--- src/verilog/lpif_enc_pkg.sv ---
/*
 * LPIF encodings package
 * Request and status codes, sideband states, link width and speed mode
 * as they appear on the adapter ports
 */
package lpif_enc_pkg;

  localparam int STATE_W     = 4;
  localparam int SB_W        = 4;
  localparam int LNK_CFG_W   = 3;
  localparam int SPEEDMODE_W = 3;

  // Link layer state request
  typedef logic [STATE_W-1:0] state_req_t;

  localparam state_req_t REQ_NOP        = 4'h0;
  localparam state_req_t REQ_ACTIVE     = 4'h1;
  localparam state_req_t REQ_IDLE_L1_1  = 4'h4;
  localparam state_req_t REQ_SLEEP_L2   = 4'h8;
  localparam state_req_t REQ_LINK_RESET = 4'h9;
  localparam state_req_t REQ_RETRAIN    = 4'hB;
  localparam state_req_t REQ_DISABLE    = 4'hC;

  // Status reported back to the link layer
  typedef logic [STATE_W-1:0] state_sts_t;

  localparam state_sts_t STS_RESET      = 4'h0;
  localparam state_sts_t STS_ACTIVE     = 4'h1;
  localparam state_sts_t STS_IDLE_L1_1  = 4'h4;
  localparam state_sts_t STS_SLEEP_L2   = 4'h8;
  localparam state_sts_t STS_LINK_RESET = 4'h9;
  localparam state_sts_t STS_LINK_ERROR = 4'hA;
  localparam state_sts_t STS_RETRAIN    = 4'hB;
  localparam state_sts_t STS_DISABLE    = 4'hC;

  // Sideband states, each STS code sits one above its REQ code
  typedef logic [SB_W-1:0] sb_state_t;

  localparam sb_state_t SB_NULL             = 4'h0;
  localparam sb_state_t SB_L1_REQ           = 4'h1;
  localparam sb_state_t SB_L1_STS           = 4'h2;
  localparam sb_state_t SB_ACTIVE_REQ       = 4'h3;
  localparam sb_state_t SB_ACTIVE_STS       = 4'h4;
  localparam sb_state_t SB_LINK_ERROR       = 4'h5;
  localparam sb_state_t SB_L2_REQ           = 4'h6;
  localparam sb_state_t SB_L2_STS           = 4'h7;
  localparam sb_state_t SB_LINK_RESET_REQ   = 4'h8;
  localparam sb_state_t SB_LINK_RESET_STS   = 4'h9;
  localparam sb_state_t SB_LINK_RETRAIN_REQ = 4'hA;
  localparam sb_state_t SB_LINK_RETRAIN_STS = 4'hB;

  typedef logic [LNK_CFG_W-1:0] lnk_cfg_t;

  localparam lnk_cfg_t LNK_CFG_X1  = 3'b000;
  localparam lnk_cfg_t LNK_CFG_X16 = 3'b101;

  typedef logic [SPEEDMODE_W-1:0] speedmode_t;

  localparam speedmode_t SPEEDMODE_GEN1 = 3'b000;
  localparam speedmode_t SPEEDMODE_GEN5 = 3'b100;

endpackage

--- src/verilog/lsm_pkg.sv ---
/*
 * Link state machine package
 * State encoding shared by the FSM and its return-state register
 */
package lsm_pkg;

  localparam int LSM_STATE_W = 5;

  typedef enum logic [LSM_STATE_W-1:0] {
    RESET        = 5'h00,
    RESET_A      = 5'h01,
    ACTIVE_A     = 5'h02,
    ACTIVE       = 5'h03,
    ACTIVE_B     = 5'h04,
    IDLE_L1_1    = 5'h05,
    SLEEP_L2     = 5'h06,
    LINK_RESET_A = 5'h07,
    LINK_RESET   = 5'h08,
    LINK_ERROR   = 5'h09,
    RETRAIN_A    = 5'h0A,
    RETRAIN_B    = 5'h0B,
    RETRAIN_C    = 5'h0C,
    RETRAIN      = 5'h0D,
    DISABLE      = 5'h0E,
    SB_ACK       = 5'h0F
  } lsm_state_e;

endpackage

--- src/verilog/lsm_req_tracker.sv ---
`timescale 1ns/100ps
/*
 * Request tracker
 * Registers the link layer state request and raises a sticky flag
 * when a new non-NOP request shows up, held until the FSM consumes it
 */
module lsm_req_tracker
(
  input  logic                     lclk,
  input  logic                     rst_n,
  input  lpif_enc_pkg::state_req_t lp_state_req,
  input  logic                     req_change_clr,
  output lpif_enc_pkg::state_req_t state_req,
  output logic                     req_change
);

  logic new_req;

  // Compare against the value registered on the previous edge
  assign new_req = (lp_state_req != state_req) &&
                   (lp_state_req != lpif_enc_pkg::REQ_NOP);

  always_ff @(posedge lclk or negedge rst_n)
  begin
    if (!rst_n)
    begin
      state_req  <= lpif_enc_pkg::REQ_NOP;
      req_change <= 1'b0;
    end
    else
    begin
      state_req <= lp_state_req;
      // A fresh request wins over a clear in the same cycle
      if (new_req)
        req_change <= 1'b1;
      else if (req_change_clr)
        req_change <= 1'b0;
    end
  end

endmodule

--- src/verilog/lsm_handshake.sv ---
`timescale 1ns/100ps
/*
 * Four-phase req/ack initiator
 * Raises req on a start pulse and drops it once the registered ack
 * has been seen high, then waits for ack to fall
 */
module lsm_handshake
(
  input  logic lclk,
  input  logic rst_n,
  input  logic start,
  input  logic ack,
  output logic req,
  output logic granted,
  output logic idle
);

  logic ack_q;

  always_ff @(posedge lclk or negedge rst_n)
  begin
    if (!rst_n)
    begin
      req   <= 1'b0;
      ack_q <= 1'b0;
    end
    else
    begin
      ack_q <= ack;
      if (start)
        req <= 1'b1;
      else if (ack_q)
        req <= 1'b0;
    end
  end

  // Phase seen by the FSM
  assign granted = req & ack;
  assign idle    = ~req & ~ack;

endmodule

--- src/verilog/lsm_wake_ack.sv ---
`timescale 1ns/100ps
/*
 * Wake acknowledge
 * Two-flop synchronizer on the asynchronous wake request, followed
 * by the acknowledge register
 */
module lsm_wake_ack
(
  input  logic lclk,
  input  logic rst_n,
  input  logic lp_wake_req,
  output logic pl_wake_ack
);

  logic wake_meta;
  logic wake_sync;

  always_ff @(posedge lclk or negedge rst_n)
  begin
    if (!rst_n)
    begin
      wake_meta   <= 1'b0;
      wake_sync   <= 1'b0;
      pl_wake_ack <= 1'b0;
    end
    else
    begin
      wake_meta   <= lp_wake_req;
      wake_sync   <= wake_meta;
      pl_wake_ack <= wake_sync;
    end
  end

endmodule

--- src/verilog/lsm_fsm.sv ---
`timescale 1ns/100ps
/*
 * Link state machine
 * Decodes link layer requests and remote sideband states, walks the
 * reset, active, L1, L2, link reset, retrain, error and disable states
 * and drives status, downstream sideband state and PHY controls
 */
module lsm_fsm
(
  input  logic                     lclk,
  input  logic                     rst_n,
  input  lpif_enc_pkg::state_req_t state_req,
  input  logic                     req_change,
  input  lpif_enc_pkg::sb_state_t  ustrm_state,
  input  logic                     ctl_link_up,
  input  logic                     ctl_phy_err,
  input  logic                     cg_granted,
  input  logic                     cg_idle,
  input  logic                     stall_granted,
  output logic                     req_change_clr,
  output logic                     cg_start,
  output logic                     stall_start,
  output lpif_enc_pkg::state_sts_t pl_state_sts,
  output lpif_enc_pkg::sb_state_t  lsm_dstrm_state,
  output lpif_enc_pkg::lnk_cfg_t   lsm_lnk_cfg,
  output lpif_enc_pkg::speedmode_t lsm_speedmode,
  output logic                     pl_lnk_up,
  output logic                     pl_phyinl1,
  output logic                     pl_phyinl2,
  output logic                     pl_phyinrecenter,
  output logic                     lsm_state_active
);

  lsm_pkg::lsm_state_e state, d_state;
  lsm_pkg::lsm_state_e return_state, d_return_state;

  logic coldstart, d_coldstart;
  logic exit_lp, d_exit_lp;

  lpif_enc_pkg::state_sts_t d_sts;
  lpif_enc_pkg::sb_state_t  d_dstrm;
  lpif_enc_pkg::lnk_cfg_t   d_lnk_cfg;
  lpif_enc_pkg::speedmode_t d_speedmode;
  logic d_lnk_up, d_phyinl1, d_phyinl2, d_recenter;

  logic req_active, req_retrain, req_l1, req_l2, req_lreset, req_disable;
  logic sb_l1_req, sb_active_req, sb_l2_req, sb_lreset_req, sb_lreset_sts;
  logic sb_retrain_req, sb_retrain_sts, sb_link_error;
  logic sb_ack, exit_active;

  //////////////////////////////////////////////////
  // Request and sideband decodes
  //////////////////////////////////////////////////

  assign req_active  = (state_req == lpif_enc_pkg::REQ_ACTIVE);
  assign req_retrain = (state_req == lpif_enc_pkg::REQ_RETRAIN);
  assign req_l1      = (state_req == lpif_enc_pkg::REQ_IDLE_L1_1);
  assign req_l2      = (state_req == lpif_enc_pkg::REQ_SLEEP_L2);
  assign req_lreset  = (state_req == lpif_enc_pkg::REQ_LINK_RESET);
  assign req_disable = (state_req == lpif_enc_pkg::REQ_DISABLE);

  assign sb_l1_req      = (ustrm_state == lpif_enc_pkg::SB_L1_REQ);
  assign sb_active_req  = (ustrm_state == lpif_enc_pkg::SB_ACTIVE_REQ);
  assign sb_l2_req      = (ustrm_state == lpif_enc_pkg::SB_L2_REQ);
  assign sb_lreset_req  = (ustrm_state == lpif_enc_pkg::SB_LINK_RESET_REQ);
  assign sb_lreset_sts  = (ustrm_state == lpif_enc_pkg::SB_LINK_RESET_STS);
  assign sb_retrain_req = (ustrm_state == lpif_enc_pkg::SB_LINK_RETRAIN_REQ);
  assign sb_retrain_sts = (ustrm_state == lpif_enc_pkg::SB_LINK_RETRAIN_STS);
  assign sb_link_error  = (ustrm_state == lpif_enc_pkg::SB_LINK_ERROR);

  // Remote echoes the request we sent downstream
  assign sb_ack =
    ((lsm_dstrm_state == lpif_enc_pkg::SB_L1_REQ) &&
     (ustrm_state == lpif_enc_pkg::SB_L1_STS)) ||
    ((lsm_dstrm_state == lpif_enc_pkg::SB_ACTIVE_REQ) &&
     (ustrm_state == lpif_enc_pkg::SB_ACTIVE_STS)) ||
    ((lsm_dstrm_state == lpif_enc_pkg::SB_LINK_RESET_REQ) && sb_lreset_sts);

  assign exit_active = coldstart | sb_l1_req | sb_l2_req | sb_lreset_req |
                       sb_retrain_req | sb_link_error |
                       (req_change & (req_retrain | req_l1 | req_l2 |
                                      req_lreset | req_disable));

  assign lsm_state_active = (pl_state_sts == lpif_enc_pkg::STS_ACTIVE);

  //////////////////////////////////////////////////
  // Next state
  //////////////////////////////////////////////////

  always_comb
  begin
    d_state        = state;
    d_return_state = return_state;
    d_coldstart    = coldstart;
    d_exit_lp      = exit_lp;
    d_sts          = pl_state_sts;
    d_dstrm        = lsm_dstrm_state;
    d_lnk_cfg      = lsm_lnk_cfg;
    d_speedmode    = lsm_speedmode;
    d_lnk_up       = pl_lnk_up;
    d_phyinl1      = 1'b0;
    d_phyinl2      = 1'b0;
    d_recenter     = 1'b0;
    req_change_clr = 1'b0;
    cg_start       = 1'b0;
    stall_start    = 1'b0;
    if (ctl_phy_err)
    begin
      d_sts   = lpif_enc_pkg::STS_LINK_ERROR;
      d_state = lsm_pkg::LINK_ERROR;
    end
    else
    begin
      case (state)
        lsm_pkg::RESET:
        begin
          d_sts = lpif_enc_pkg::STS_RESET;
          if (ctl_link_up)
            d_state = lsm_pkg::RESET_A;
        end
        lsm_pkg::RESET_A:
        begin
          d_lnk_up = 1'b1;
          if ((req_active || sb_active_req) && cg_idle)
          begin
            cg_start = 1'b1;
            d_state  = lsm_pkg::ACTIVE_A;
          end
          else if (req_lreset && req_change)
          begin
            req_change_clr = 1'b1;
            d_state        = lsm_pkg::LINK_RESET;
          end
          else if (req_disable && req_change)
          begin
            req_change_clr = 1'b1;
            d_state        = lsm_pkg::DISABLE;
          end
          else if (sb_link_error)
            d_state = lsm_pkg::LINK_ERROR;
        end
        lsm_pkg::ACTIVE_A:
        begin
          // Clock-gate exit granted by the link layer
          if (cg_granted)
          begin
            d_sts   = lpif_enc_pkg::STS_ACTIVE;
            d_dstrm = lpif_enc_pkg::SB_ACTIVE_STS;
            d_state = lsm_pkg::ACTIVE;
          end
        end
        lsm_pkg::ACTIVE:
        begin
          if (exit_active)
          begin
            req_change_clr = 1'b1;
            stall_start    = 1'b1;
            d_state        = lsm_pkg::ACTIVE_B;
          end
        end
        lsm_pkg::ACTIVE_B:
        begin
          // Traffic stalled, pick the exit
          if (stall_granted)
          begin
            if (req_retrain || coldstart)
            begin
              d_sts   = lpif_enc_pkg::STS_RETRAIN;
              d_dstrm = lpif_enc_pkg::SB_LINK_RETRAIN_STS;
              d_state = lsm_pkg::RETRAIN_A;
            end
            else if (req_l1)
            begin
              d_dstrm        = lpif_enc_pkg::SB_L1_REQ;
              d_return_state = lsm_pkg::IDLE_L1_1;
              d_state        = lsm_pkg::SB_ACK;
            end
            else if (sb_l1_req)
            begin
              d_sts   = lpif_enc_pkg::STS_IDLE_L1_1;
              d_state = lsm_pkg::IDLE_L1_1;
            end
            else if (req_l2 || sb_l2_req)
            begin
              d_sts   = lpif_enc_pkg::STS_SLEEP_L2;
              d_state = lsm_pkg::SLEEP_L2;
            end
            else if (req_lreset)
            begin
              d_dstrm        = lpif_enc_pkg::SB_LINK_RESET_REQ;
              d_return_state = lsm_pkg::LINK_RESET_A;
              d_state        = lsm_pkg::SB_ACK;
            end
            else if (sb_lreset_req)
              d_state = lsm_pkg::LINK_RESET_A;
            else if (sb_retrain_req)
              d_state = lsm_pkg::RETRAIN;
            else if (req_disable)
              d_state = lsm_pkg::DISABLE;
            else if (sb_link_error)
              d_state = lsm_pkg::LINK_ERROR;
          end
        end
        lsm_pkg::IDLE_L1_1:
        begin
          d_sts     = lpif_enc_pkg::STS_IDLE_L1_1;
          d_dstrm   = lpif_enc_pkg::SB_L1_STS;
          d_phyinl1 = 1'b1;
          if (sb_active_req)
            d_state = lsm_pkg::RETRAIN_A;
          else if ((req_active || req_retrain) && req_change)
          begin
            req_change_clr = 1'b1;
            d_exit_lp      = 1'b1;
            d_dstrm        = lpif_enc_pkg::SB_ACTIVE_REQ;
            d_return_state = lsm_pkg::RETRAIN_A;
            d_state        = lsm_pkg::SB_ACK;
          end
          else if (req_lreset && req_change)
          begin
            req_change_clr = 1'b1;
            d_dstrm        = lpif_enc_pkg::SB_LINK_RESET_REQ;
            d_return_state = lsm_pkg::LINK_RESET_A;
            d_state        = lsm_pkg::SB_ACK;
          end
          else if (sb_lreset_req)
            d_state = lsm_pkg::LINK_RESET_A;
          else if (req_disable && req_change)
          begin
            req_change_clr = 1'b1;
            d_state        = lsm_pkg::DISABLE;
          end
          else if (sb_link_error)
            d_state = lsm_pkg::LINK_ERROR;
        end
        lsm_pkg::SLEEP_L2:
        begin
          d_sts     = lpif_enc_pkg::STS_SLEEP_L2;
          d_dstrm   = lpif_enc_pkg::SB_L2_STS;
          d_phyinl2 = 1'b1;
          if ((req_active || req_retrain) && req_change)
          begin
            req_change_clr = 1'b1;
            d_exit_lp      = 1'b1;
            d_sts          = lpif_enc_pkg::STS_RETRAIN;
            d_state        = lsm_pkg::RETRAIN_A;
          end
          else if (req_lreset && req_change)
          begin
            req_change_clr = 1'b1;
            d_dstrm        = lpif_enc_pkg::SB_LINK_RESET_REQ;
            d_state        = lsm_pkg::LINK_RESET_A;
          end
          else if (req_disable && req_change)
          begin
            req_change_clr = 1'b1;
            d_state        = lsm_pkg::DISABLE;
          end
          else if (sb_link_error)
            d_state = lsm_pkg::LINK_ERROR;
        end
        lsm_pkg::LINK_RESET_A:
        begin
          if (sb_lreset_req || sb_lreset_sts)
          begin
            d_sts    = lpif_enc_pkg::STS_LINK_RESET;
            d_lnk_up = 1'b0;
            d_state  = lsm_pkg::LINK_RESET;
          end
        end
        lsm_pkg::LINK_RESET:
        begin
          d_dstrm = lpif_enc_pkg::SB_LINK_RESET_STS;
          if (sb_active_req)
            d_state = lsm_pkg::RESET;
          else if (req_active && req_change)
          begin
            req_change_clr = 1'b1;
            d_dstrm        = lpif_enc_pkg::SB_ACTIVE_REQ;
            d_return_state = lsm_pkg::RESET;
            d_state        = lsm_pkg::SB_ACK;
          end
          else if (req_disable && req_change)
          begin
            req_change_clr = 1'b1;
            d_state        = lsm_pkg::DISABLE;
          end
          else if (sb_link_error)
            d_state = lsm_pkg::LINK_ERROR;
        end
        lsm_pkg::LINK_ERROR:
        begin
          // Left only through reset
          d_sts   = lpif_enc_pkg::STS_LINK_ERROR;
          d_dstrm = lpif_enc_pkg::SB_LINK_ERROR;
        end
        lsm_pkg::RETRAIN_A:
        begin
          if (!sb_active_req)
            d_dstrm = lpif_enc_pkg::SB_LINK_RETRAIN_STS;
          d_state = lsm_pkg::RETRAIN_B;
        end
        lsm_pkg::RETRAIN_B:
        begin
          d_state = lsm_pkg::RETRAIN_C;
        end
        lsm_pkg::RETRAIN_C:
        begin
          if ((sb_active_req || coldstart || exit_lp || sb_retrain_sts) && cg_idle)
          begin
            d_sts   = lpif_enc_pkg::STS_RETRAIN;
            d_state = lsm_pkg::RETRAIN;
          end
        end
        lsm_pkg::RETRAIN:
        begin
          d_lnk_cfg   = lpif_enc_pkg::LNK_CFG_X16;
          d_speedmode = lpif_enc_pkg::SPEEDMODE_GEN5;
          d_recenter  = 1'b1;
          d_dstrm     = lpif_enc_pkg::SB_LINK_RETRAIN_STS;
          if (((req_active && req_change) || coldstart || exit_lp) && cg_idle)
          begin
            req_change_clr = 1'b1;
            cg_start       = 1'b1;
            d_coldstart    = 1'b0;
            d_exit_lp      = 1'b0;
            d_state        = lsm_pkg::ACTIVE_A;
          end
          else if (sb_active_req && cg_idle)
          begin
            cg_start = 1'b1;
            d_dstrm  = lpif_enc_pkg::SB_ACTIVE_STS;
            d_state  = lsm_pkg::ACTIVE_A;
          end
          else if (req_lreset && req_change)
          begin
            req_change_clr = 1'b1;
            d_dstrm        = lpif_enc_pkg::SB_LINK_RESET_REQ;
            d_state        = lsm_pkg::LINK_RESET_A;
          end
          else if (req_disable && req_change)
          begin
            req_change_clr = 1'b1;
            d_state        = lsm_pkg::DISABLE;
          end
          else if (sb_link_error)
            d_state = lsm_pkg::LINK_ERROR;
        end
        lsm_pkg::DISABLE:
        begin
          d_sts = lpif_enc_pkg::STS_DISABLE;
          if (sb_link_error)
            d_state = lsm_pkg::LINK_ERROR;
          else if (req_active && req_change)
          begin
            req_change_clr = 1'b1;
            d_state        = lsm_pkg::RESET;
          end
        end
        lsm_pkg::SB_ACK:
        begin
          if (sb_ack)
            d_state = return_state;
        end
        default:
        begin
          d_state = lsm_pkg::RESET;
        end
      endcase
    end
  end

  //////////////////////////////////////////////////
  // State and registered outputs
  //////////////////////////////////////////////////

  always_ff @(posedge lclk or negedge rst_n)
  begin
    if (!rst_n)
    begin
      state            <= lsm_pkg::RESET;
      return_state     <= lsm_pkg::RESET;
      coldstart        <= 1'b1;
      exit_lp          <= 1'b0;
      pl_state_sts     <= lpif_enc_pkg::STS_RESET;
      lsm_dstrm_state  <= lpif_enc_pkg::SB_NULL;
      lsm_lnk_cfg      <= lpif_enc_pkg::LNK_CFG_X1;
      lsm_speedmode    <= lpif_enc_pkg::SPEEDMODE_GEN1;
      pl_lnk_up        <= 1'b0;
      pl_phyinl1       <= 1'b0;
      pl_phyinl2       <= 1'b0;
      pl_phyinrecenter <= 1'b0;
    end
    else
    begin
      state            <= d_state;
      return_state     <= d_return_state;
      coldstart        <= d_coldstart;
      exit_lp          <= d_exit_lp;
      pl_state_sts     <= d_sts;
      lsm_dstrm_state  <= d_dstrm;
      lsm_lnk_cfg      <= d_lnk_cfg;
      lsm_speedmode    <= d_speedmode;
      pl_lnk_up        <= d_lnk_up;
      pl_phyinl1       <= d_phyinl1;
      pl_phyinl2       <= d_phyinl2;
      pl_phyinrecenter <= d_recenter;
    end
  end

endmodule

--- src/verilog/lpif_lsm.sv ---
`timescale 1ns/100ps
/*
 * LPIF adapter link state machine, top level
 * Request tracker, link FSM, clock-gate exit and stall handshakes
 * and wake acknowledge
 */
module lpif_lsm
(
  input  logic                     lclk,
  input  logic                     rst_n,
  input  lpif_enc_pkg::state_req_t lp_state_req,
  input  lpif_enc_pkg::sb_state_t  ustrm_state,
  input  logic                     ctl_link_up,
  input  logic                     ctl_phy_err,
  input  logic                     lp_exit_cg_ack,
  input  logic                     lp_stallack,
  input  logic                     lp_wake_req,
  output lpif_enc_pkg::state_sts_t pl_state_sts,
  output lpif_enc_pkg::sb_state_t  lsm_dstrm_state,
  output lpif_enc_pkg::lnk_cfg_t   lsm_lnk_cfg,
  output lpif_enc_pkg::speedmode_t lsm_speedmode,
  output logic                     pl_exit_cg_req,
  output logic                     pl_stallreq,
  output logic                     pl_wake_ack,
  output logic                     pl_phyinl1,
  output logic                     pl_phyinl2,
  output logic                     pl_phyinrecenter,
  output logic                     pl_lnk_up,
  output logic                     lsm_state_active
);

  lpif_enc_pkg::state_req_t state_req;
  logic req_change, req_change_clr;
  logic cg_start, cg_granted, cg_idle;
  logic stall_start, stall_granted;

  lsm_req_tracker i_req_tracker (
    .lclk           (lclk),
    .rst_n          (rst_n),
    .lp_state_req   (lp_state_req),
    .req_change_clr (req_change_clr),
    .state_req      (state_req),
    .req_change     (req_change)
  );

  lsm_fsm i_fsm (
    .lclk             (lclk),
    .rst_n            (rst_n),
    .state_req        (state_req),
    .req_change       (req_change),
    .ustrm_state      (ustrm_state),
    .ctl_link_up      (ctl_link_up),
    .ctl_phy_err      (ctl_phy_err),
    .cg_granted       (cg_granted),
    .cg_idle          (cg_idle),
    .stall_granted    (stall_granted),
    .req_change_clr   (req_change_clr),
    .cg_start         (cg_start),
    .stall_start      (stall_start),
    .pl_state_sts     (pl_state_sts),
    .lsm_dstrm_state  (lsm_dstrm_state),
    .lsm_lnk_cfg      (lsm_lnk_cfg),
    .lsm_speedmode    (lsm_speedmode),
    .pl_lnk_up        (pl_lnk_up),
    .pl_phyinl1       (pl_phyinl1),
    .pl_phyinl2       (pl_phyinl2),
    .pl_phyinrecenter (pl_phyinrecenter),
    .lsm_state_active (lsm_state_active)
  );

  // Clock-gate exit
  lsm_handshake i_cg_hs (
    .lclk    (lclk),
    .rst_n   (rst_n),
    .start   (cg_start),
    .ack     (lp_exit_cg_ack),
    .req     (pl_exit_cg_req),
    .granted (cg_granted),
    .idle    (cg_idle)
  );

  // Stall, the FSM only needs the grant
  lsm_handshake i_stall_hs (
    .lclk    (lclk),
    .rst_n   (rst_n),
    .start   (stall_start),
    .ack     (lp_stallack),
    .req     (pl_stallreq),
    .granted (stall_granted),
    .idle    ()
  );

  lsm_wake_ack i_wake_ack (
    .lclk        (lclk),
    .rst_n       (rst_n),
    .lp_wake_req (lp_wake_req),
    .pl_wake_ack (pl_wake_ack)
  );

endmodule

--- config.mk ---
export PLATFORM = sky130hd
export DESIGN_NAME = lpif_lsm
export DESIGN_NICKNAME = d
export VERILOG_FILES = /design/src/verilog/lpif_enc_pkg.sv /design/src/verilog/lsm_pkg.sv /design/src/verilog/lsm_req_tracker.sv /design/src/verilog/lsm_handshake.sv /design/src/verilog/lsm_wake_ack.sv /design/src/verilog/lsm_fsm.sv /design/src/verilog/lpif_lsm.sv
export SDC_FILE = /design/constraint.sdc
export NUM_CORES = 1
export LEC_CHECK = 0
export BUFFER_PORTS_ARGS = -buffer_cell sky130_fd_sc_hd__buf_2
export CAP_MARGIN = 20
export CORE_MARGIN = 1
export CORE_UTILIZATION = 53
export CTS_CLUSTER_DIAMETER = 60
export CTS_CLUSTER_SIZE = 30
export DETAILED_ROUTE_END_ITERATION = 8
export PLACE_DENSITY = 0.76
export SYNTH_ARGS = -nofsm -noshare
export SYNTH_HDL_FRONTEND = slang
export SYNTH_SLANG_ARGS = --single-unit
--- constraint.sdc ---
create_clock -name lclk -period 2.3 [get_ports lclk]
set_input_delay 0.115 -clock lclk [delete_from_list [all_inputs] [get_ports lclk]]
set_output_delay 0.115 -clock lclk [all_outputs]
set_load 0.1 [all_outputs]
======== Yosys cells after proc, flatten, opt, wreduce, memory -nomap -nowiden ========
Cells that the tools add are included.
operators by class
  muxes and demuxes ....................... 116
  eq/ne operators ......................... 63
  reduce and logical (&&, ||, !) cells .... 42
  bitwise gates (word level) .............. 17
operator list
  operator            number
  $mux 5              42
  $mux 4              26
  $pmux 5 s16         1
  $eq 5x4->1 const B  8
  $mux 1              38
  $eq 4x4->1 const B  9
  $pmux 4 s9          1
  $pmux 4 s8          1
  $ne 3x2->1 const B  7
  $eq 5x3->1 const B  4
  $eq 4x1->1 const B  4
  $eq 4x3->1 const B  4
  $pmux 5 s3          1
  $eq 4x2->1 const B  3
  $logic_and 1x1->1   12
  $logic_or 1x1->1    12
  $ne 2x2->1 const B  6
  $reduce_and 11->1   1
  $eq 5x2->1 const B  2
  $or 1x1->1          10
  $reduce_bool 10->1  1
  $reduce_and 9->1    1
  $ne 2x1->1 const B  4
  $ne 4x2->1 const B  2
  24 further kinds    38
storage, ports and cells
  output and inout bits ................... 22
  bits in registers ....................... 38
  logic and storage cells ................. 259

======== Logic depth before layout (Yosys ltp) ========
Gate-level depths: netlist of run 1.
  depth after elaboration ................. 13
  mapped depth ............................ 8
  gate-level depth less buffers ........... 6

======== Modules after synthesis ========
Synthesis of run 1 repeated with hierarchy kept, for this count alone.
unflattened totals
  cells, all modules ...................... 377
  area total of the unflattened synthesis .. 3057.9 um2
by module, submodules not included
  module           instances  area an instance (um2)  cells each
  lsm_fsm          1          2657.5                  349
  lsm_req_tracker  1          182.7                   13
  lsm_handshake    2          71.3                    6
  lsm_wake_ack     1          75.1                    3

======== Least setup slack after synthesis of run 1 ========
No wires, ideal clock.
  kind .................................... flip-flop to output port
  from .................................... register i_fsm.pl_state_sts[0]
  to ...................................... output lsm_state_active
  arrival ................................. 4.081 ns
  slack ................................... -1.896 ns
  data required time ...................... 2.185 ns
  stages on the path, launching flop included .. 2
  path through ............................ dfrtp_1 nor4b_1
on the way
  cells in the longest elaborated chain, start to end .. 1
ends and longest elaborated chain
  what                      RTL line        text
  start: declaration        lsm_fsm.sv:23   output lpif_enc_pkg::state_sts_t pl_state_sts,
  start signal: assignment  lsm_fsm.sv:385  pl_state_sts <= lpif_enc_pkg::STS_RESET;
  start signal: assignment  lsm_fsm.sv:400  pl_state_sts <= d_sts;
  $eq 4x1->1                lsm_fsm.sv:84   assign lsm_state_active = (pl_state_sts == lpif_enc_pkg::STS_ACTIVE);
  end: declaration          lpif_lsm.sv:29  output logic lsm_state_active
No other way between the ends.

======== Worst setup path in the final report of run 1 ========
  from .................................... register i_req_tracker.state_req[1]
  to ...................................... register i_fsm.state[0]
on the way
  cells in the longest elaborated chain, start to end .. 12
  elaborated cells between the ends (all ways) .. 51
  classes of those cells .................. 8 x eq/ne; 24 x mux; 6 x bitwise; 13 x reduce/logical
ends and longest elaborated chain
  what                      RTL line               text
  start: declaration        lsm_req_tracker.sv:13  output lpif_enc_pkg::state_req_t state_req,
  start signal: assignment  lsm_req_tracker.sv:27  state_req <= lpif_enc_pkg::REQ_NOP;
  start signal: assignment  lsm_req_tracker.sv:32  state_req <= lp_state_req;
  $eq 4x4->1                lsm_fsm.sv:60          assign req_disable = (state_req == lpif_enc_pkg::REQ_DISABLE);
  $mux 5                    lsm_fsm.sv:198         else if (req_disable)
  $mux 5                    lsm_fsm.sv:196         else if (sb_retrain_req)
  $mux 5                    lsm_fsm.sv:194         else if (sb_lreset_req)
  $mux 5                    lsm_fsm.sv:188         else if (req_lreset)
  $mux 5                    lsm_fsm.sv:183         else if (req_l2 || sb_l2_req)
  $mux 5                    lsm_fsm.sv:178         else if (sb_l1_req)
  $mux 5                    lsm_fsm.sv:172         else if (req_l1)
  $mux 5                    lsm_fsm.sv:166         if (req_retrain || coldstart)
  $mux 5                    lsm_fsm.sv:164         if (stall_granted)
  $pmux 5 s16               lsm_fsm.sv:114         case (state)
  $mux 5                    lsm_fsm.sv:107         if (ctl_phy_err)
  end signal: assignment    lsm_fsm.sv:381         state <= lsm_pkg::RESET;
  end signal: assignment    lsm_fsm.sv:396         state <= d_state;
  end: declaration          lsm_fsm.sv:34          lsm_pkg::lsm_state_e state, d_state;
Several ways; a longest one is shown, not always the timed one. The select of a mux whose other input is x is not followed.
A chain may end at the register's enable or synchronous reset.

==> impl_metrics.json, run 1 <==
{
  "run_status": "finished, violations left",
  "failed_checks": "negative setup slack",
  "cp.arrival_ns": 2.53,
  "clock_path_buffers": 2,
  "drt_iter0_drc": 656,
  "antenna_found_initial": 2,
  "pwr-share-seq_pct": 30.5,
  "root_buffer": "clkbuf_8",
  "total_power_w": 0.00247,
  "peakVddDrop_uv": 562,
  "final_common_cell": "buf_4",
  "viasPerCell": 6.64,
  "rr_endpoint": "i_fsm.state[0]",
  "groute.usage.overall_pct": 41.4,
  "first_global_vias": 3425,
  "synthAdderAreaFrac_pct": 0,
  "final_util_pct": 75.1,
  "async_reset_ff_share_pct": 100,
  "rsz0062_at_grt": "yes",
  "seq_area_frac_synth_pct": 29.2,
  "p_sw_w": 0.00105,
  "final_area_um2": 4110,
  "fin_crit_ns": 2.32,
  "cp-endpoint": "i_fsm.state[0]",
  "cts_tree": "yes",
  "die_area_um2": 5970,
  "setup.worst_path.start_class": "register",
  "hold_start": "lp_exit_cg_ack",
  "synth-compound-area-share_pct": 28.7,
  "worstSkewPairLatency_ns": 0.29,
  "combPwrFrac_pct": 45.1,
  "ios": 37,
  "synth_edf_count": 0,
  "layout_common_cells": "buf_4, nor2_1, nand2_1, buf_2",
  "clock.fmax_mhz": 430,
  "avgSynthCellArea_um2": 7.88,
  "antenna_left": 0,
  "drive_above_1_share_pct": 34.2,
  "p_leak_nw": 1.76,
  "coreArea_um2": 5470,
  "muxShareOfSynthArea_pct": 3.88,
  "end_kind": "register",
  "die_y_um": 77.3,
  "place_inst": 536,
  "grt_pass1_wl_mm": 18.6,
  "switching_share_pct": 42.6,
  "r2r-start": "i_req_tracker.state_req[1]",
  "numCtsBuffers": 5,
  "p_int_w": 0.00142,
  "dpl_worst_slack_ns": -0.234,
  "antenna_cells": 0,
  "row_count": 27,
  "cp-startpoint": "i_req_tracker.state_req[1]",
  "finalHoldViolCount": 0,
  "timing.final.crit_share_pct": 101,
  "clkPwrFrac_pct": 24.4,
  "cts_num_sinks": 35,
  "multi_input_area_um2": 2080,
  "vias": 3741,
  "area_delta_synth_final_pct": 36.9,
  "nFillCells": 447,
  "ys_types": 72,
  "synthesis.area_um2": 3000,
  "path_clk_slew_ns": 0.08,
  "start_util_pct": 54.9,
  "die_w_um": 77.3,
  "first_pass_iters": 6,
  "worstPathMaxFanout": 6,
  "synthSimpleGateAreaFrac_pct": 30.5,
  "post-dp-hpwl_mm": 9.15,
  "maxCapViolations": 0,
  "reg2reg_depth": 7,
  "setup.worst_path.class": "register to register",
  "worst_slew_pin_slew_ns": 0.832,
  "syn_inst": 381,
  "ctsHtreeMaxLevel": 2,
  "synth_xor_area_share_pct": 1.75,
  "wl_per_cell_um": 21.6,
  "grt-ovfl-total": 0,
  "setup_violations": 2,
  "synth_top_family_by_area": "simple AND/OR/NAND/NOR gates",
  "synth_top_flop_cell": "dfrtp_1",
  "skew_ns": 0.00842,
  "powerDensity_nw_per_um2": 602,
  "place.gp.congestion": 1.03,
  "wl_mm": 12.2,
  "slew_headroom_pct": 44.5,
  "yosysWarnings": 0,
  "portBuffers": 33,
  "dpl_cell_area_um2": 3730,
  "r2r_slack_ns": -0.02,
  "hp-class": "primary input to register",
  "regArea_um2": 887,
  "grt_max_degree": 36,
  "route.detailed.drc": 0,
  "ys_seq_elements": 35,
  "finalNonFillerCells": 563,
  "critPathRequiredTime_ns": 2.50,
  "timing.final.ws_setup_ns": -0.0233,
  "maxSlewViolCount": 0,
  "nets": 505
}
## worst min path at each step
stage	endpoint	slack, ns	depth (start not counted)
final	i_cg_hs.ack_q	0.01	1
after global routing	i_cg_hs.ack_q	0.01	1
after CTS	i_cg_hs.ack_q	0.01	1
after detailed placement	i_wake_ack.wake_meta	0.22	1
after global placement	i_wake_ack.wake_meta	0.22	1
after floorplan	i_cg_hs.ack_q	-0.18	0
## critical path: stages (launching register included)
cell	delay (ns)
dfrtp_1	0.44
nand3b_1	0.24
or2_4	0.30
nor3b_4	0.16
a2111o_1	0.33
a311oi_4	0.37
buf_4	0.20
mux2i_1	0.19
## flip-flops by register name, indices dropped and copies added (netlist names), 3 cells and up
register	cells
i_fsm.lsm_dstrm_state	4
i_fsm.pl_state_sts	4
i_fsm.return_state	3
i_req_tracker.state_req	4
i_fsm.state	5
## power groups by stage
stage / clock [W] / sequential (W) / combinational (W)
after floorplan: 0 / 0.000962 / 0.000487
after global placement: 0 / 0.000762 / 0.00101
after detailed placement: 0 / 0.000765 / 0.00102
after CTS: 0.000596 / 0.000753 / 0.00104
after global routing: 0.000624 / 0.000761 / 0.00117
final: 0.000603 / 0.000755 / 0.00112
## kinds of logic after synthesis
group / Yosys count
AOI/OAI and AO/OA: 125
other: 1
and+or+nand+nor: 166
muxes: 10
xor gates and xnor gates: 6
DFF: 35
buffers and inverters: 38
## cell type report
cell class	instances	area share (%)
clock inverter	2	0.852
multi-input combinational	311	50.6
clock buffer	6	2.01
timing repair buffer	129	22.1
inverter	8	0.731
sequential	35	21.6
tap	72	2.19
## metal layers
layer | wire (µm) | up-vias | part of all wire [%] | global-route usage [%]
met5 | 24 | - | 0.20 | 0
met4 | 663 | 4 | 5.4 | 17.5
met3 | 1500 | 77 | 12 | 12.9
met2 | 5130 | 322 | 42 | 59.6
met1 | 4860 | 1687 | 40 | 56.7
li1 | - | 1651 | - | -
## stage by stage
stage | TNS, ns | hold slack [ns]
after floorplan | 0 | -0.181
after global placement | -0.180 | 0.224
after detailed placement | -0.239 | 0.224
after CTS | 0 | 0.0134
after global routing | -0.447 | 0.00963
final | -0.0261 | 0.0143
## synthesized netlist by cell type (3+ instances only)
cell type  instances  share of area [%]
nor2_1            43                5.4
dfrtp_1           34                 28
nand2_1           34                4.2
a21oi_1           31                5.2
o21ai_0           20                3.3
clkbuf_1          15                1.9
nor2b_1           13                2.7
nand3_1           11                1.8
a31oi_1            8                1.7
inv_1              8                1.0
nor3b_1            8                2.0
o211ai_1           7                1.7
and2_1             6                1.3
nor3_1             6                1.0
nor4_1             6                1.3
o22ai_1            6                1.3
xnor2_1            6                1.7
a211oi_1           5                1.3
buf_2              5               0.83
buf_4              5                1.3
a2111oi_0          4                1.2
buf_1              4               0.50
nand2b_1           4               0.83
nor4b_1            4                1.2
o21a_1             4                1.0
o41ai_1            4                1.2
or4b_1             4                1.3
a22oi_1            3               0.75
and3_1             3               0.63
and3b_1            3               0.88
mux2_1             3                1.1
mux2i_1            3                1.0
nand4_1            3               0.63
nand4bb_1          3                1.1
o2111ai_1          3               0.88
o311ai_0           3               0.88
o31ai_1            3               0.75
or2_2              3               0.63
## what timing repair did
item | 4_1_cts | 5_1_grt
hold buffers | 7 | 0
pin swaps | 3 | 9
cloned | 0 | 0
resized for setup | 3 | 25
endpoints found under the setup margin | 5 | 15
buffers inserted | 0 | 12
hold endpoints to repair | 40 | 0
Power figures use the tool's default switching activity.
==> inputs of run 2 (changes only) <==
--- a/config.mk
+++ b/config.mk
@@ -9,6 +9,7 @@
 export CAP_MARGIN = 20
 export CORE_MARGIN = 1
 export CORE_UTILIZATION = 53
+export CTS_BUF_LIST = sky130_fd_sc_hd__clkbuf_16
 export CTS_CLUSTER_DIAMETER = 60
 export CTS_CLUSTER_SIZE = 30
 export DETAILED_ROUTE_END_ITERATION = 8
==> run 2 against run 1 <==
Net effect: the run still ends with negative setup slack left; critical endpoint unchanged; routed wire length decreased by 1.6%; critical path depth decreased by 1; critical path type unchanged; via count decreased by 0.35%; combinational power about the same.
==> impl_metrics.json, run 2 (synthesis gave the netlist of run 1 again) <==
{
  "timing.final.ws_setup_ns": -0.0517,
  "cts_num_sinks": 35,
  "drt_iter0_drc": 528,
  "vias": 3728,
  "maxSlewViolCount": 0,
  "end_kind": "register",
  "largest-register": "i_fsm.state",
  "largest_reg_flops": 5,
  "pwr-share-seq_pct": 29.1,
  "setup_violations": 2,
  "maxCapViolations": 0,
  "nets": 500,
  "setup.worst_path.class": "register to register",
  "place.gp.congestion": 1.03,
  "first_pass_iters": 7,
  "cts_tree": "yes",
  "drive_above_1_share_pct": 32.7,
  "final_common_cell": "buf_4",
  "p_int_w": 0.00156,
  "grt_pass1_wl_mm": 18.5,
  "holdPathStages": 1,
  "setup.worst_path.start_class": "register",
  "powerDensity_nw_per_um2": 638,
  "antenna_left": 0,
  "groute.usage.overall_pct": 41.1,
  "clock_path_buffers": 2,
  "clock.fmax_mhz": 425,
  "reg2reg_depth": 6,
  "skew_ns": 0.00727,
  "layout_common_cells": "buf_4, nor2_1, nand2_1, buf_2, a21oi_1",
  "wl_per_cell_um": 21.5,
  "row_count": 27,
  "setup_tns_ns": -0.0527,
  "clkPwrFrac_pct": 29.3,
  "combPwrFrac_pct": 41.6,
  "antenna_cells": 0,
  "switching_share_pct": 40.4,
  "worstPathMaxFanout": 8,
  "slew_headroom_pct": 46.1,
  "ios": 37,
  "worstSkewPairLatency_ns": 0.28,
  "wl_mm": 12.0,
  "hp-class": "primary input to register",
  "root_buffer": "clkbuf_16",
  "post-dp-hpwl_mm": 9.15,
  "worst_slew_pin_slew_ns": 0.809,
  "rsz0062_at_grt": "yes",
  "timing.final.crit_share_pct": 102,
  "failed_checks": "negative setup slack",
  "portBuffers": 33,
  "route.detailed.drc": 0,
  "peakVddDrop_uv": 555,
  "start_util_pct": 54.9,
  "critPathRequiredTime_ns": 2.43,
  "total_power_w": 0.00262,
  "area_delta_synth_final_pct": 36.7,
  "viasPerCell": 6.68,
  "p_sw_w": 0.00106,
  "cp.arrival_ns": 2.48,
  "grt_max_degree": 36,
  "numCtsBuffers": 5,
  "die_area_um2": 5970,
  "run_status": "finished, violations left",
  "die_y_um": 77.3,
  "die_w_um": 77.3,
  "fin_crit_ns": 2.35,
  "ctsHtreeMaxLevel": 2,
  "antenna_found_initial": 1,
  "p_leak_nw": 1.76,
  "coreArea_um2": 5470,
  "finalHoldViolCount": 0,
  "grt-ovfl-total": 0,
  "path_clk_slew_ns": 0.06,
  "first_global_vias": 3396
}
run 2: per-stage QoR:
stage	instance area, µm²	instances	util (%)	hold slack, ns	worst slack (ns)
global placement	3730	536	68.1	0.224	-0.180
CTS	3970	551	72.5	0.0272	0.00377
detailed placement	3730	536	68.1	0.224	-0.234
finish	4110	558	75.0	0.0267	-0.0517
floorplan	3040	384	-	-0.181	0.0197
global route	4110	558	75.0	0.0279	-0.0753
run 2: cell type report:
type | count | area [µm²]
clock buffers | 5 | 125
clock inverters | 3 | 38.8
fillers | 450 | 1370
inverters | 8 | 30.0
multi-input cells | 311 | 2060
flip-flops and latches | 35 | 887
well taps | 72 | 90.1
repair buffers | 124 | 870
run 2: what timing repair did:
item / in CTS / in global routing
setup buffers: 0 / 7
pin swaps: 3 / 6
endpoints found under the hold margin: 40 / 0
hold buffers: 7 / 0
resized for setup: 2 / 21
endpoints found under the setup margin: 4 / 15
run 2: per-layer routing:
metal,routed length (µm),global-route usage (%)
met2,4990,60.1
met3,1440,10.0
met4,689,17.0
met5,13,0
met1,4860,57.5
run 2: power groups by stage:
stage	clock network [W]	logic (W)	registers (W)
6_report	0.000769	0.00109	0.000762
5_1_grt	0.000800	0.00115	0.000768
4_1_cts	0.000768	0.00104	0.000756
3_5_place_dp	0	0.00102	0.000765
3_3_place_gp	0	0.00101	0.000762
2_1_floorplan	0	0.000487	0.000962
run 2: final timing paths:
check / startpoint / end / slack, ns
min: lp_exit_cg_ack / i_cg_hs.ack_q / 0.03
min in group asynchronous: rst_n / i_fsm.lsm_lnk_cfg[0] / 0.47
max in group asynchronous: rst_n / i_cg_hs.req / 1.23
min reg2reg: i_wake_ack.wake_sync / i_wake_ack.pl_wake_ack / 0.35
max reg2reg: i_req_tracker.state_req[0] / i_fsm.state[0] / -0.05
max: i_req_tracker.state_req[0] / i_fsm.state[0] / -0.05
run 2: critical path, cell delays in order, from the launching register on:
cell,delay (ns)
dfrtp_1,0.43
buf_4,0.20
nor2b_1,0.27
nand3_1,0.27
a311o_1,0.41
a2111oi_2,0.47
mux2i_1,0.14
==> inputs of run 3 (changes only) <==
--- a/config.mk
+++ b/config.mk
@@ -7,13 +7,15 @@
 export LEC_CHECK = 0
 export BUFFER_PORTS_ARGS = -buffer_cell sky130_fd_sc_hd__buf_2
 export CAP_MARGIN = 20
+export CELL_PAD_IN_SITES_DETAIL_PLACEMENT = 0
+export CELL_PAD_IN_SITES_GLOBAL_PLACEMENT = 1
 export CORE_MARGIN = 1
-export CORE_UTILIZATION = 53
+export CORE_UTILIZATION = 39
 export CTS_BUF_LIST = sky130_fd_sc_hd__clkbuf_16
 export CTS_CLUSTER_DIAMETER = 60
 export CTS_CLUSTER_SIZE = 30
 export DETAILED_ROUTE_END_ITERATION = 8
-export PLACE_DENSITY = 0.76
+export PLACE_DENSITY = 0.75
 export SYNTH_ARGS = -nofsm -noshare
 export SYNTH_HDL_FRONTEND = slang
 export SYNTH_SLANG_ARGS = --single-unit
==> run 3 against run 2 <==
Net effect: largest cell class unchanged; setup slack better by 0.079 ns; die area up 35%; utilization fell by 17 points; the flow now finishes without violations; count of clock-buffer cells in the layout is the same; sequential share of layout area fell by 0.67 points; fmax is 3.5% higher; routed wire length is 6.1% higher; clock power up 4.8%.
==> impl_metrics.json, run 3 (synthesis gave the netlist of run 1 again) <==
{
  "largest_reg_flops": 5,
  "p_leak_nw": 1.79,
  "nets": 503,
  "portBuffers": 33,
  "rr_endpoint": "i_fsm.state[1]",
  "peakVddDrop_uv": 581,
  "row_count": 31,
  "p_sw_w": 0.00109,
  "finalHoldViolCount": 0,
  "worstSkewPairLatency_ns": 0.29,
  "cp-endpoint": "i_fsm.state[1]",
  "path_clk_slew_ns": 0.06,
  "run_status": "finished, final reports clean",
  "clkPwrFrac_pct": 30.0,
  "hp-class": "primary input to register",
  "antenna_cells": 0,
  "skew_ns": 0.00885,
  "final_area_um2": 4220,
  "wl_per_cell_um": 21.6,
  "pwr-share-seq_pct": 28.3,
  "worstPathMaxFanout": 4,
  "wl_mm": 12.7,
  "die_area_um2": 8050,
  "first_pass_iters": 5,
  "largest-register": "i_fsm.state",
  "fin_crit_ns": 2.27,
  "drt_iter0_drc": 404,
  "maxSlewViolCount": 0,
  "maxCapViolations": 0,
  "dpl_cell_area_um2": 3800,
  "hold_start": "lp_exit_cg_ack",
  "cts_tree": "yes",
  "total_power_w": 0.00269,
  "grt_max_degree": 36,
  "holdPathStages": 1,
  "critPathRequiredTime_ns": 2.47,
  "combPwrFrac_pct": 41.7,
  "first_global_vias": 3383,
  "clock.fmax_mhz": 440,
  "groute.usage.overall_pct": 31.4,
  "place.gp.congestion": 1.06,
  "viasPerCell": 6.15,
  "max_stage_delay_ns": 0.41,
  "root_buffer": "clkbuf_16",
  "rsz0062_at_grt": "yes",
  "worst_slew_pin_slew_ns": 0.811,
  "area_delta_synth_final_pct": 40.5,
  "numCtsBuffers": 5,
  "coreArea_um2": 7330,
  "grt-ovfl-total": 0,
  "setup.worst_path.class": "register to register",
  "slew_headroom_pct": 45.9,
  "antenna_found_initial": 1,
  "r2r_slack_ns": 0.03,
  "route.detailed.drc": 0,
  "cts_num_sinks": 35,
  "ctsHtreeMaxLevel": 2,
  "place_inst": 567,
  "antenna_left": 0,
  "slowest_stage": "dfrtp_1",
  "drive_above_1_share_pct": 33.5,
  "cp.arrival_ns": 2.44,
  "p_int_w": 0.00160,
  "die_y_um": 89.7,
  "cp-startpoint": "i_req_tracker.state_req[2]",
  "end_kind": "register",
  "die_w_um": 89.7,
  "timing.final.crit_share_pct": 98.8,
  "final_common_cell": "buf_4",
  "vias": 3617,
  "layout_common_cells": "buf_4, nor2_1, nand2_1, buf_2, dfrtp_1",
  "post-dp-hpwl_mm": 9.69,
  "reg2reg_depth": 6,
  "clock_path_buffers": 2,
  "setup.worst_path.start_class": "register",
  "setup_violations": 0,
  "start_util_pct": 41.0,
  "grt_pass1_wl_mm": 19.3,
  "path_cells": "or2_1 -> or2_4 -> nor3b_1 -> a2111o_1 -> a311oi_4 -> mux2_4",
  "finalNonFillerCells": 588,
  "r2r-start": "i_req_tracker.state_req[2]",
  "ios": 37,
  "powerDensity_nw_per_um2": 637,
  "switching_share_pct": 40.5
}
[run 3: timing repair]
item | 4_1_cts | 5_1_grt
endpoints found under the setup margin | 6 | 14
setup buffers | 0 | 6
hold buffers | 7 | 0
pin swaps | 2 | 8
resized for setup | 1 | 24
hold endpoints to repair | 40 | 0
[run 3: metal layers]
layer  vias to the layer above  part of all wire, %  track usage (%)
li1                       1642                    -                -
met3                        48                  8.0             6.43
met4                         2                  4.7             16.9
met1                      1738                   42             41.6
met2                       187                   45             47.7
met5                         -                0.079                0
[run 3: power by group through the flow]
stage / sequential (W) / combinational (W) / clock (W)
after floorplan: 0.000962 / 0.000487 / 0
after detailed placement: 0.000770 / 0.00104 / 0
after global routing: 0.000769 / 0.00118 / 0.000833
final: 0.000759 / 0.00112 / 0.000806
after global placement: 0.000767 / 0.00104 / 0
after CTS: 0.000759 / 0.00105 / 0.000811
[run 3: critical path: cells and delay by family, from the launching register on]
family	cells	cell delay, ns
AO/OA/AOI/OAI	2	0.75
AND/OR/NAND/NOR	3	0.66
flip-flops	1	0.41
multiplexers	1	0.33
[run 3: cell type report]
cell class / count / area [µm²]
sequential: 35 / 883
multi-input combinational: 311 / 2100
clock inverter: 3 / 47.5
tap: 99 / 124
timing repair buffer: 127 / 905
inverter: 8 / 30.0
clock buffer: 5 / 125
fill: 679 / 3110
[run 3: worst min-delay path by stage]
| stage | to | slack, ns |
|---|---|---|
| after floorplan | i_cg_hs.ack_q | -0.18 |
| after detailed placement | i_wake_ack.wake_meta | 0.22 |
| after CTS | i_cg_hs.ack_q | 0.002 |
| after global routing | i_cg_hs.ack_q | 0.00007 |
| final | i_cg_hs.ack_q | 0.003 |
| after global placement | i_wake_ack.wake_meta | 0.22 |
[run 3: through the flow]
step                      utilization (%)  hold WS, ns  setup slack, ns  TNS [ns]
after floorplan                         -       -0.181           0.0197         0
after global placement               51.9        0.224          -0.0267   -0.0654
after detailed placement             51.9        0.225         -0.00308  -0.00597
after CTS                            55.3      0.00180           0.0305         0
after global routing                 57.5    0.0000738          -0.0468    -0.135
final                                57.5      0.00287           0.0272         0
